## config.mk

```make
export PLATFORM = sky130hd
export DESIGN_NAME = wb_top
export DESIGN_NICKNAME = d
export VERILOG_FILES = /design/src/source/wb_pkg.sv /design/src/source/wb_control_flow.sv /design/src/source/wb_load_unit.sv /design/src/source/wb_retire.sv /design/src/source/wb_top.sv
export SDC_FILE = /design/constraint.sdc
export NUM_CORES = 1
export LEC_CHECK = 0
export CAP_MARGIN = 20
export CORE_AREA = 4 4 116 118
export CTS_CLUSTER_SIZE = 12
export DETAILED_ROUTE_END_ITERATION = 16
export DIE_AREA = 0 0 120 122
export DONT_BUFFER_PORTS = 1
export MAX_ROUTING_LAYER = met4
export PLACE_DENSITY = 0.55
export RECOVER_POWER = 100
export SKIP_LAST_GASP = 1
export SLEW_MARGIN = 0
export SYNTH_ARGS = -nofsm -noshare
export SYNTH_HDL_FRONTEND = slang
export SYNTH_SLANG_ARGS = --single-unit
```

## constraint.sdc

```tcl
create_clock -name g_clk -period 2.9 [get_ports g_clk]
set_input_delay 0.145 -clock g_clk [delete_from_list [all_inputs] [get_ports g_clk]]
set_output_delay 0.145 -clock g_clk [all_outputs]
set_load 0.02 [all_outputs]
```

## src/source/wb_pkg.sv

```systemverilog
//------------------------------------------------
// Writeback stage shared definitions
// Data width, functional unit one-hot positions,
// micro-op codes and layout, trap cause codes
//------------------------------------------------
`default_nettype none

package wb_pkg;

    localparam int XLEN = 32;               // Data and address width

    // Functional unit select, one bit per unit
    typedef logic [3:0] fu_t;

    localparam int FU_ALU = 0;
    localparam int FU_MUL = 1;
    localparam int FU_LSU = 2;
    localparam int FU_CFU = 3;

    // Control flow micro-op codes
    localparam logic [4:0] CFU_JALI   = 5'b00010; // Direct jump and link
    localparam logic [4:0] CFU_JALR   = 5'b00011; // Indirect jump and link
    localparam logic [4:0] CFU_TAKEN  = 5'b00100; // Conditional branch, taken
    localparam logic [4:0] CFU_EBREAK = 5'b01001;
    localparam logic [4:0] CFU_ECALL  = 5'b01010;

    // LSU access sizes
    localparam logic [1:0] LSU_BYTE = 2'b01;
    localparam logic [1:0] LSU_HALF = 2'b10;
    localparam logic [1:0] LSU_WORD = 2'b11;

    //------------------------------------------------
    // Trap causes, mcause encoding
    typedef logic [5:0] cause_t;

    localparam cause_t TRAP_BREAKPT  = 6'd3;
    localparam cause_t TRAP_LDACCESS = 6'd5;
    localparam cause_t TRAP_STACCESS = 6'd7;
    localparam cause_t TRAP_ECALLM   = 6'd11;

    //------------------------------------------------
    // Micro-op word, read per unit
    typedef struct packed {
        logic       is_signed;              // Sign-extend the loaded value
        logic [1:0] size;                   // LSU_BYTE / LSU_HALF / LSU_WORD
        logic       store;
        logic       load;
    } lsu_uop_t;

    typedef union packed {
        lsu_uop_t   lsu;                    // Load/store view
        logic [4:0] cfu;                    // Control flow code
    } wb_uop_t;

endpackage

`default_nettype wire

```

## src/source/wb_control_flow.sv

```systemverilog
//------------------------------------------------
// Writeback control flow unit
// Holds the stage PC, raises branch, jump and
// trap redirects, and picks the trap cause
//------------------------------------------------
`timescale 1ns/100ps
`default_nettype none

module wb_control_flow #(
    parameter logic [wb_pkg::XLEN-1:0] PC_RESET = 32'h8000_0000 // PC after reset
) (
    input  logic                    g_clk,
    input  logic                    g_resetn,
    input  wb_pkg::fu_t             s4_fu,          // Functional unit one-hot
    input  wb_pkg::wb_uop_t         s4_uop,
    input  logic [wb_pkg::XLEN-1:0] s4_opr_a,       // Jump target or trap cause
    input  logic                    s4_trap,        // Trap flagged upstream
    input  logic [1:0]              s4_size,        // Instr size in halfwords
    input  logic [wb_pkg::XLEN-1:0] csr_mtvec,      // Trap vector
    input  logic                    cf_ack,
    input  logic                    pipe_progress,
    input  logic                    lsu_trap,       // Data bus error
    input  logic                    lsu_load,
    input  logic                    lsu_store,
    output logic                    cf_req,
    output logic [wb_pkg::XLEN-1:0] cf_target,
    output logic                    cfu_busy,       // Waiting on cf_ack
    output logic                    cfu_link,       // Jump writes link reg
    output logic [wb_pkg::XLEN-1:0] link_wdata,     // Next sequential PC
    output logic                    trap_cpu,
    output wb_pkg::cause_t          trap_cause,
    output logic [wb_pkg::XLEN-1:0] trap_pc
);

    logic [wb_pkg::XLEN-1:0] s4_pc;         // PC of the instr in this stage
    logic                    fu_cfu;
    logic                    cfu_taken;     // Branch taken or any jump
    logic                    cfu_ebreak;
    logic                    cfu_ecall;
    logic                    cf_change;     // Redirect wanted by this instr
    logic                    cf_done;       // Redirect acked, stage still held
    logic                    cf_fire;       // Redirect accepted this cycle

    //------------------------------------------------
    // Program counter

    assign link_wdata = s4_pc + {{(wb_pkg::XLEN-3){1'b0}}, s4_size, 1'b0};

    always_ff @(posedge g_clk) begin
        if (!g_resetn) begin
            s4_pc <= PC_RESET;
        end else if (cf_fire) begin
            s4_pc <= cf_target;             // Redirect wins over step
        end else if (pipe_progress && !cf_done) begin
            s4_pc <= link_wdata;            // Already redirected if done
        end
    end

    assign trap_pc = s4_pc;

    //------------------------------------------------
    // Micro-op decode

    assign fu_cfu     = s4_fu[wb_pkg::FU_CFU];
    assign cfu_link   = fu_cfu && (s4_uop.cfu == wb_pkg::CFU_JALI ||
                                   s4_uop.cfu == wb_pkg::CFU_JALR);
    assign cfu_taken  = cfu_link || (fu_cfu && s4_uop.cfu == wb_pkg::CFU_TAKEN);
    assign cfu_ebreak = fu_cfu && s4_uop.cfu == wb_pkg::CFU_EBREAK;
    assign cfu_ecall  = fu_cfu && s4_uop.cfu == wb_pkg::CFU_ECALL;

    // Any trap source, instr or bus
    assign trap_cpu = cfu_ebreak || cfu_ecall || s4_trap || lsu_trap;

    //------------------------------------------------
    // Redirect handshake

    assign cf_change = cfu_taken || trap_cpu;
    assign cf_req    = cf_change && !cf_done;   // One request per instr
    assign cf_fire   = cf_req && cf_ack;
    assign cfu_busy  = cf_req && !cf_ack;
    assign cf_target = trap_cpu ? csr_mtvec : s4_opr_a;

    // Set on ack, cleared once the instr leaves the stage
    always_ff @(posedge g_clk) begin
        if (!g_resetn) begin
            cf_done <= 1'b0;
        end else begin
            cf_done <= !pipe_progress && (cf_done || cf_fire);
        end
    end

    // Cause priority, bus errors first
    assign trap_cause = (lsu_trap && lsu_load)  ? wb_pkg::TRAP_LDACCESS :
                        (lsu_trap && lsu_store) ? wb_pkg::TRAP_STACCESS :
                        cfu_ebreak              ? wb_pkg::TRAP_BREAKPT  :
                        cfu_ecall               ? wb_pkg::TRAP_ECALLM   :
                                                  s4_opr_a[5:0];       // Upstream code

endmodule

`default_nettype wire

```

## src/source/wb_load_unit.sv

```systemverilog
//------------------------------------------------
// Writeback load unit
// Takes the data memory response, aligns and
// sign-extends load data, flags bus errors
//------------------------------------------------
`timescale 1ns/100ps
`default_nettype none

module wb_load_unit (
    input  logic                    g_clk,
    input  logic                    g_resetn,
    input  wb_pkg::fu_t             s4_fu,
    input  wb_pkg::wb_uop_t         s4_uop,
    input  logic [wb_pkg::XLEN-1:0] s4_opr_a,       // Byte strobe in [3:0]
    input  logic [wb_pkg::XLEN-1:0] s4_opr_b,       // Access address
    input  logic                    pipe_progress,
    input  logic                    dmem_recv,
    input  logic                    dmem_error,
    input  logic [wb_pkg::XLEN-1:0] dmem_rdata,
    output logic                    dmem_ack,       // Ready for a response
    output logic                    lsu_busy,
    output logic                    lsu_load,
    output logic                    lsu_store,
    output logic                    lsu_gpr_wen,    // Load data valid for one cycle
    output logic [wb_pkg::XLEN-1:0] lsu_rdata,
    output logic                    lsu_trap        // Bus error on this access
);

    logic        fu_lsu;
    logic        rsp_seen;      // Response already taken
    logic        rsp_take;      // Response taken this cycle
    logic        err_seen;      // Error response taken earlier
    logic        sz_byte;
    logic        sz_half;
    logic        sz_word;
    logic [3:0]  strb;
    logic [1:0]  addr_lo;
    logic [7:0]  rd_b0;
    logic [7:0]  rd_b1;
    logic [15:0] rd_h1;

    //------------------------------------------------
    // Decode
    assign fu_lsu    = s4_fu[wb_pkg::FU_LSU];
    assign lsu_load  = fu_lsu && s4_uop.lsu.load;
    assign lsu_store = fu_lsu && s4_uop.lsu.store;
    assign sz_byte   = s4_uop.lsu.size == wb_pkg::LSU_BYTE;
    assign sz_half   = s4_uop.lsu.size == wb_pkg::LSU_HALF;
    assign sz_word   = s4_uop.lsu.size == wb_pkg::LSU_WORD;
    assign strb      = s4_opr_a[3:0];
    assign addr_lo   = s4_opr_b[1:0];

    //------------------------------------------------
    // Response tracking
    assign dmem_ack    = (lsu_load || lsu_store) && !rsp_seen;
    assign rsp_take    = dmem_recv && dmem_ack;
    assign lsu_busy    = (lsu_load || lsu_store) && !(rsp_seen || rsp_take);
    assign lsu_gpr_wen = rsp_take && lsu_load && !dmem_error;
    assign lsu_trap    = (rsp_take && dmem_error) || err_seen; // Held until redirect

    always_ff @(posedge g_clk) begin
        if (!g_resetn) begin
            rsp_seen <= 1'b0;
            err_seen <= 1'b0;
        end else begin
            rsp_seen <= !pipe_progress && (rsp_seen || rsp_take);
            err_seen <= !pipe_progress && (err_seen || (rsp_take && dmem_error));
        end
    end

    //------------------------------------------------
    // Result built one byte at a time
    always_comb begin
        rd_b0 = 8'h00;
        if (strb[0]) rd_b0 = dmem_rdata[7:0];          // Lane 0 in use
        else if (sz_half) rd_b0 = dmem_rdata[23:16];   // Upper half
        else if (sz_byte) rd_b0 = dmem_rdata[{addr_lo, 3'b000} +: 8];

        rd_b1 = 8'h00;
        if (sz_word) rd_b1 = dmem_rdata[15:8];
        else if (sz_half) rd_b1 = addr_lo[1] ? dmem_rdata[31:24] : dmem_rdata[15:8];
        else if (sz_byte && s4_uop.lsu.is_signed) rd_b1 = {8{rd_b0[7]}};

        rd_h1 = 16'h0000;
        if (sz_word) rd_h1 = dmem_rdata[31:16];
        else if ((sz_byte || sz_half) && s4_uop.lsu.is_signed) rd_h1 = {16{rd_b1[7]}};
    end

    assign lsu_rdata = {rd_h1, rd_b1, rd_b0};

endmodule

`default_nettype wire

```

## src/source/wb_retire.sv

```systemverilog
//------------------------------------------------
// Writeback retire logic
// Stage stall and progress, GPR write select
// and forwarding to earlier stages
//------------------------------------------------
`timescale 1ns/100ps
`default_nettype none

module wb_retire (
    input  logic                    s4_valid,
    input  wb_pkg::fu_t             s4_fu,
    input  logic [4:0]              s4_rd,
    input  logic [wb_pkg::XLEN-1:0] s4_opr_a,       // ALU/MUL result
    input  logic                    s4_trap,
    input  logic                    cfu_busy,
    input  logic                    cfu_link,
    input  logic [wb_pkg::XLEN-1:0] link_wdata,
    input  logic                    lsu_busy,
    input  logic                    lsu_gpr_wen,
    input  logic [wb_pkg::XLEN-1:0] lsu_rdata,
    input  logic                    cf_req,
    input  logic                    trap_cpu,
    output logic                    s4_busy,
    output logic                    pipe_progress,  // Instr retires this cycle
    output logic                    gpr_wen,
    output logic [4:0]              gpr_rd,
    output logic [wb_pkg::XLEN-1:0] gpr_wdata,
    output logic [4:0]              fwd_s4_rd,
    output logic [wb_pkg::XLEN-1:0] fwd_s4_wdata,
    output logic                    fwd_s4_load,
    output logic                    hold_lsu_req    // Stop new memory requests
);

    logic fu_alu;
    logic fu_mul;
    logic fu_lsu;
    logic simple_wen;           // ALU or MUL result
    logic link_wen;             // Jump link, written as it retires

    assign fu_alu = s4_fu[wb_pkg::FU_ALU];
    assign fu_mul = s4_fu[wb_pkg::FU_MUL];
    assign fu_lsu = s4_fu[wb_pkg::FU_LSU];

    // Stall while any unit still waits
    assign s4_busy       = cfu_busy || lsu_busy;
    assign pipe_progress = s4_valid && !s4_busy;

    //------------------------------------------------
    // GPR writeback
    assign simple_wen = s4_valid && (fu_alu || fu_mul);
    assign link_wen   = cfu_link && pipe_progress;
    assign gpr_wen    = !s4_trap && (simple_wen || lsu_gpr_wen || link_wen);
    assign gpr_rd     = s4_rd;
    assign gpr_wdata  = fu_lsu   ? lsu_rdata  :
                        cfu_link ? link_wdata :
                                   s4_opr_a;

    // Forwarding, load data not ready until response
    assign fwd_s4_rd    = s4_rd;
    assign fwd_s4_wdata = gpr_wdata;
    assign fwd_s4_load  = fu_lsu;

    assign hold_lsu_req = cf_req || trap_cpu || lsu_busy;

endmodule

`default_nettype wire

```

## src/source/wb_top.sv

```systemverilog
//------------------------------------------------
// Writeback stage top level
// Connects control flow, load and retire units
//------------------------------------------------
`timescale 1ns/100ps
`default_nettype none

module wb_top #(
    parameter logic [wb_pkg::XLEN-1:0] PC_RESET = 32'h8000_0000
) (
    input  logic                    g_clk,
    input  logic                    g_resetn,
    input  logic [4:0]              s4_rd,
    input  logic [wb_pkg::XLEN-1:0] s4_opr_a,
    input  logic [wb_pkg::XLEN-1:0] s4_opr_b,
    input  wb_pkg::wb_uop_t         s4_uop,
    input  wb_pkg::fu_t             s4_fu,
    input  logic                    s4_trap,
    input  logic [1:0]              s4_size,
    input  logic                    s4_valid,
    output logic                    s4_busy,
    output logic [4:0]              fwd_s4_rd,
    output logic [wb_pkg::XLEN-1:0] fwd_s4_wdata,
    output logic                    fwd_s4_load,
    output logic                    gpr_wen,
    output logic [4:0]              gpr_rd,
    output logic [wb_pkg::XLEN-1:0] gpr_wdata,
    output logic                    trap_cpu,
    output wb_pkg::cause_t          trap_cause,
    output logic [wb_pkg::XLEN-1:0] trap_pc,
    input  logic [wb_pkg::XLEN-1:0] csr_mtvec,
    output logic                    cf_req,
    output logic [wb_pkg::XLEN-1:0] cf_target,
    input  logic                    cf_ack,
    output logic                    hold_lsu_req,
    input  logic                    dmem_recv,
    output logic                    dmem_ack,
    input  logic                    dmem_error,
    input  logic [wb_pkg::XLEN-1:0] dmem_rdata
);

    // Unit to unit wires
    logic                    pipe_progress;
    logic                    cfu_busy;
    logic                    cfu_link;
    logic [wb_pkg::XLEN-1:0] link_wdata;
    logic                    lsu_busy;
    logic                    lsu_load;
    logic                    lsu_store;
    logic                    lsu_gpr_wen;
    logic [wb_pkg::XLEN-1:0] lsu_rdata;
    logic                    lsu_trap;

    wb_control_flow #(
        .PC_RESET (PC_RESET)
    ) u_control_flow (
        .g_clk, .g_resetn, .s4_fu, .s4_uop, .s4_opr_a, .s4_trap, .s4_size,
        .csr_mtvec, .cf_ack, .pipe_progress, .lsu_trap, .lsu_load, .lsu_store,
        .cf_req, .cf_target, .cfu_busy, .cfu_link, .link_wdata,
        .trap_cpu, .trap_cause, .trap_pc
    );

    wb_load_unit u_load_unit (
        .g_clk, .g_resetn, .s4_fu, .s4_uop, .s4_opr_a, .s4_opr_b,
        .pipe_progress, .dmem_recv, .dmem_error, .dmem_rdata,
        .dmem_ack, .lsu_busy, .lsu_load, .lsu_store, .lsu_gpr_wen,
        .lsu_rdata, .lsu_trap
    );

    wb_retire u_retire (
        .s4_valid, .s4_fu, .s4_rd, .s4_opr_a, .s4_trap,
        .cfu_busy, .cfu_link, .link_wdata,
        .lsu_busy, .lsu_gpr_wen, .lsu_rdata, .cf_req, .trap_cpu,
        .s4_busy, .pipe_progress, .gpr_wen, .gpr_rd, .gpr_wdata,
        .fwd_s4_rd, .fwd_s4_wdata, .fwd_s4_load, .hold_lsu_req
    );

endmodule

`default_nettype wire

```

* After elaboration in Yosys (flattened, before gate mapping)
Cells that the tools add are included.
** Cells by class
- Muxes and demuxes :: 18
- Shift-type cells :: 1
- Reduce and logical (&&, ||, !) cells :: 53
- $add $sub $neg :: 1
- Eq/ne operators :: 8
** Operators by type and width (number)
- 32-bit 2-to-1 mux :: 5
- 8-bit 2-to-1 mux :: 7
- 32-bit by 3-bit adder with 32-bit output :: 1
- 16-bit 2-to-1 mux :: 2
- 32-bit by 6-bit variable part select with 8-bit output :: 1
- 1-bit logical AND :: 27
- 6-bit 2-to-1 mux :: 4
- 1-bit logical OR :: 17
- 5-bit by 2-bit equality test with 1-bit output (second input constant) :: 2
- 5-bit by 4-bit equality test with 1-bit output (second input constant) :: 2
- 1-bit zero test :: 8
- 5-bit by 3-bit equality test with 1-bit output (second input constant) :: 1
- 2-bit equality test (second input constant) :: 2
- 2-bit by 1-bit equality test with 1-bit output (second input constant) :: 1
- 2-bit nonzero test :: 1
** Storage, ports and cells
- Input bits :: 151
- Logic and storage cells :: 85
- Register bits :: 35
- Output and inout port bits :: 151

* Logic depth before layout (Yosys ltp)
- Depth in word-level cells :: 16
- Gate-level depth with buffers :: 11
- Depth with buffers taken out :: 9

* Hierarchy
A second synthesis with hierarchy kept.
** Second synthesis, totals
- Cell total of the unflattened synthesis :: 691
- Area total of the unflattened synthesis :: 5163.7 sq um
** Modules (own cells, without submodules)
- wb_control_flow :: instances 1, cells each 360, area each 3006.6 sq um, seq. area each 660.6 sq um
- wb_load_unit :: instances 1, cells each 173, area each 1113.6 sq um, seq. area each 40.0 sq um
- wb_retire :: instances 1, cells each 158, area each 1043.5 sq um, seq. area each 0.0 sq um

* Worst setup path after synthesis
Ideal clock, no wire load.
- Path kind :: reg-to-output
- From :: register u_control_flow.s4_pc (netlist bit u_control_flow.trap_pc[1])
- To :: output port gpr_wdata[21] in the netlist's numbering
- Cell stages (with the launch flop) :: 9
- Setup slack :: -0.305 ns
- Arrival time :: 3.060 ns
- Required time :: 2.755 ns
- Path buffers :: 1
- Cell sequence :: dfxtp_1 -> ha_1 -> inv_1 -> fa_1 -> nor4_2 -> and4_1 -> xnor2_1 -> a221oi_1 -> buf_4
** On the way
- Cells in the longest elaborated chain, start to end :: 3
** RTL lines
- from (decl) :: RTL line wb_control_flow.sv:35 : logic [wb_pkg::XLEN-1:0] s4_pc;
- from (signal assigned) :: RTL line wb_control_flow.sv:53 : s4_pc <= cf_target;
- from (signal assigned) :: RTL line wb_control_flow.sv:55 : s4_pc <= link_wdata;
- 32-bit by 3-bit adder with 32-bit output :: RTL line wb_control_flow.sv:47 : assign link_wdata = s4_pc + {{(wb_pkg::XLEN-3){1'b0}}, s4_size, 1'b0};
- 32-bit 2-to-1 mux :: RTL line wb_retire.sv:55 : cfu_link ? link_wdata :
- 32-bit 2-to-1 mux :: RTL line wb_retire.sv:54 : assign gpr_wdata = fu_lsu ? lsu_rdata :
- to (decl) :: RTL line wb_top.sv:27 : output logic [wb_pkg::XLEN-1:0] gpr_wdata,
No other way between the ends.

* Final worst setup path
- From :: register u_control_flow.s4_pc (netlist bit u_control_flow.trap_pc[2])
- To :: output port gpr_wdata[20] in the netlist's numbering
Same word-level chain as after synthesis.

==> results.ini <==
[status]
status = complete, no violations

[critical_path]
critical_path_peak_fanout = 7
rr_startpoint = u_load_unit.rsp_seen$_SDFF_PN0_
path_common_cell = sky130_fd_sc_hd__buf_4
critical_path_arrival_ns = 2.69
path_class = reg -> out
crit_end_element = output pin
critical_path.cell_chain = buf_4 > ha_1 > a21o_1 > nor2b_4 > buf_4 > nand2_1 > nor2_1 > xnor2_1 > a221oi_1 > buf_2
crit-reg2reg-capture = u_control_flow.trap_pc[31]$_SDFFE_PN1P_
critical_path.max_stage_delay_ns = 0.34
worst_path_max_delay_cell = sky130_fd_sc_hd__a221oi_1
ff2ff_setup_slack_ns = 0.30
rr_worst_depth = 8
startpoint = u_control_flow.trap_pc[2]$_SDFFE_PN0P_
start_kind = flip-flop
worst-endpoint-required_ns = 2.76

[grt]
grt_use_total = 0.282
grt_max_degree = 57
grt_pass1_vias = 5043
grt.met1_usage = 0.361
grtUsageMet2 = 0.445
overflow = 0
grt_pass1_wl_um = 31100
gr-max-usage-layer = met2
gr_util_met3 = 0.0720
antenna_violations_before_repair = 0

[synth]
yosysWarnings = 0
seq_area_frac_synth = 0.146
synthTopCellsByCount = 126 x sky130_fd_sc_hd__nand2_1, 60 x sky130_fd_sc_hd__nor2_1, 43 x sky130_fd_sc_hd__buf_4
synth_top_area_cell = sky130_fd_sc_hd__dfxtp_1
postSynthCellCount = 714
synth.avg_cell_area_um2 = 6.74
ff_latch_count_synth = 35
yosys.area.top_type_share = 0.146
ys_async_sr_fraction = 0
dominantRegCellSynth = sky130_fd_sc_hd__dfxtp_1
netlist-cell-type-count = 68
synth_most_common_cell = sky130_fd_sc_hd__nand2_1
synth-edff-count = 0
synthesis.nets = 872
synth_area_mm2 = 0.00481
yosys-top-cells-area = sky130_fd_sc_hd__dfxtp_1 15%, sky130_fd_sc_hd__nand2_1 9.8%, sky130_fd_sc_hd__buf_4 6.7%

[final_layout]
num-nets-final = 874
drive_gt1_frac = 0.127
area_growth_syn_to_layout_pct = 7.91
instances_no_fill = 889
insertedDiodeCount = 0

[cts]
clk_root_buffer_cell = sky130_fd_sc_hd__clkbuf_16
cts-buffers-inserted = 5
tritoncts = yes
cts_buffer_depth = 2
tritoncts_num_sinks = 35
clock_insertion_delay_worst_skew_ns = 0.29
ctsHtreeMaxLevel = 2
cts.reportedPaths.clkPinSlew_ns = 0.06

[routing]
via_count = 5458
drt-initial-drc-count = 533
drt-pass1-iter-count = 5
via_per_inst = 6.14
routedWlPerCell_um = 23.9
drtAntennaViolNets = 0
drc_errors = 0
routed_wl_um = 21200

[power]
power_leakage_nw = 1.95
seq_power_share = 0.280
power-per-cell-area_mw_per_mm2 = 402
internal_power_mw = 1.15
peakVddDrop_mv = 0.236
pwr-share-clk = 0.257
total_switching_power_uw = 937
p_sw_frac = 0.449
comb_power_share = 0.464

[sta]
max_clock_freq_mhz = 353
post-route-min-period_ns = 2.83
tightest_slew_ns = 0.943
relSlewSlack = 0.371
final_max_slew_viol_count = 0
period_share = 0.978
grt_setup_unrepaired = no
total_negative_setup_slack_ns = 0
clock-skew-final_ns = 0.00386
setup_viol = 0
finalHoldViolCount = 0

[floorplan]
die_w_um = 120
coreArea_mm2 = 0.0125
placementRows = 41
initial_core_util = 0.386
die_height_um = 122
floorplan.die_area_mm2 = 0.0146
ioPinCount = 302

[placement]
hpwlAfterDp_um = 16800
port_buffers = 0
count_of_placed_standard_cells_including_taps = 877
gp_congestion = 0.901

[job]
timing.max_cap.violations = 0

[min_path]
hold_path.startpoint = g_resetn
timing.hold.worst_path_depth = 1
hold_path.class = in -> reg
timing.hold.worst_endpoint = u_control_flow.trap_pc[7]$_SDFFE_PN0P_

sequential cells by signal (all words and copies together) (netlist names):
signal                  cells
u_control_flow.trap_pc     32
u_load_unit.rsp_seen        1
u_control_flow.cf_done      1
u_load_unit.err_seen        1
cell usage in the layout (no fill, tap or decap), types with 7 or more instances in the layout:
| cell | instances |
|---|---|
| sky130_fd_sc_hd__nand2_1 | 126 |
| sky130_fd_sc_hd__nor2_1 | 59 |
| sky130_fd_sc_hd__a21oi_1 | 41 |
| sky130_fd_sc_hd__o21ai_0 | 35 |
| sky130_fd_sc_hd__dfxtp_1 | 35 |
| sky130_fd_sc_hd__buf_4 | 34 |
| sky130_fd_sc_hd__clkbuf_1 | 32 |
| sky130_fd_sc_hd__nor3_1 | 28 |
| sky130_fd_sc_hd__nand3_1 | 27 |
| sky130_fd_sc_hd__inv_1 | 20 |
| sky130_fd_sc_hd__xnor2_1 | 16 |
| sky130_fd_sc_hd__clkbuf_2 | 14 |
| sky130_fd_sc_hd__nand4_1 | 13 |
| sky130_fd_sc_hd__nand2b_1 | 13 |
| sky130_fd_sc_hd__xor2_1 | 12 |
| sky130_fd_sc_hd__a221o_1 | 11 |
| sky130_fd_sc_hd__a211oi_1 | 10 |
| sky130_fd_sc_hd__o311ai_0 | 10 |
| sky130_fd_sc_hd__nor2b_1 | 9 |
| sky130_fd_sc_hd__mux2i_1 | 9 |
| sky130_fd_sc_hd__a31oi_1 | 9 |
| sky130_fd_sc_hd__or4_1 | 9 |
| sky130_fd_sc_hd__o22ai_1 | 8 |
| sky130_fd_sc_hd__mux2_1 | 8 |
| sky130_fd_sc_hd__and3_1 | 7 |
layer usage:
| metal | wire length (um) | vias up |
|---|---|---|
| li1 | - | 2557 |
| met1 | 8660 | 2563 |
| met2 | 9850 | 300 |
| met3 | 2170 | 38 |
| met4 | 541 | 0 |
| met5 | 0 | - |
cell families (layout without fill, tap and decap cells):
logic type / Yosys count / after routing / synth area share
AND/OR/NAND/NOR: 324 / 324 / 0.321
XOR/XNOR: 29 / 29 / 0.0528
buffers and inverters: 115 / 118 / 0.131
AO/OA/AOI/OAI: 177 / 177 / 0.255
multiplexers: 27 / 27 / 0.0757
flip-flops: 35 / 35 / 0.146
adder cells (fa/ha/maj): 7 / 7 / 0.0198
worst max-delay path, delay by kind of cell, from the launching register on:
kind | cells | cell delay, ns
compound gates | 2 | 0.52
xor+xnor | 1 | 0.11
fa+ha+maj | 1 | 0.27
buf+inv | 3 | 0.65
flops | 1 | 0.31
simple gates | 3 | 0.52
final cells by class:
cell class,instances,area (um2)
flip-flops and latches,35,701
multi-input cells,564,3530
fillers,1357,7280
clock inverters,1,5.00
repair buffers,89,527
clock buffers,7,133
inverters,21,78.8
well taps,172,215
worst max-delay path by stage:
stage                            end  slack [ns]  cells past startpoint
floorplan              gpr_wdata[13]        0.04                      9
global placement       gpr_wdata[25]        0.24                     10
detailed placement  fwd_s4_wdata[17]        0.21                     10
CTS                 fwd_s4_wdata[17]       0.001                     10
global route        fwd_s4_wdata[24]        0.01                     10
finish                 gpr_wdata[20]        0.07                     10
power groups by stage:
stage               combinational, mW  clock [mW]  sequential [mW]
finish                          0.966       0.535            0.583
global route                     1.04       0.559            0.588
detailed placement               1.00           0            0.593
floorplan                       0.727           0            0.659
global placement                0.993           0            0.591
CTS                              1.01       0.543            0.583
per-stage QoR:
stage / instance area, um2 / setup slack, ns / total power [mW] / hold WS (ns) / utilization
after CTS: 5300 / 0.00123 / 2.14 / 0.00262 / 0.425
after floorplan: 4830 / 0.0421 / 1.39 / 0.283 / -
after detailed placement: 5150 / 0.213 / 1.60 / 0.282 / 0.413
after global routing: 5190 / 0.0147 / 2.19 / 0.00590 / 0.416
after global placement: 5150 / 0.242 / 1.58 / 0.281 / 0.413
final: 5190 / 0.0650 / 2.08 / 0.0130 / 0.416
timing repair:
item                       in CTS  in global routing
cloned                          0                  1
hold endpoints to repair        3                  0
hold buffers                    1                  0
setup endpoints to repair      10                 28
buffers inserted                0                  2
pin swaps                       1                  3
resized for setup               2                 11
(Power assumes the default switching activity.)
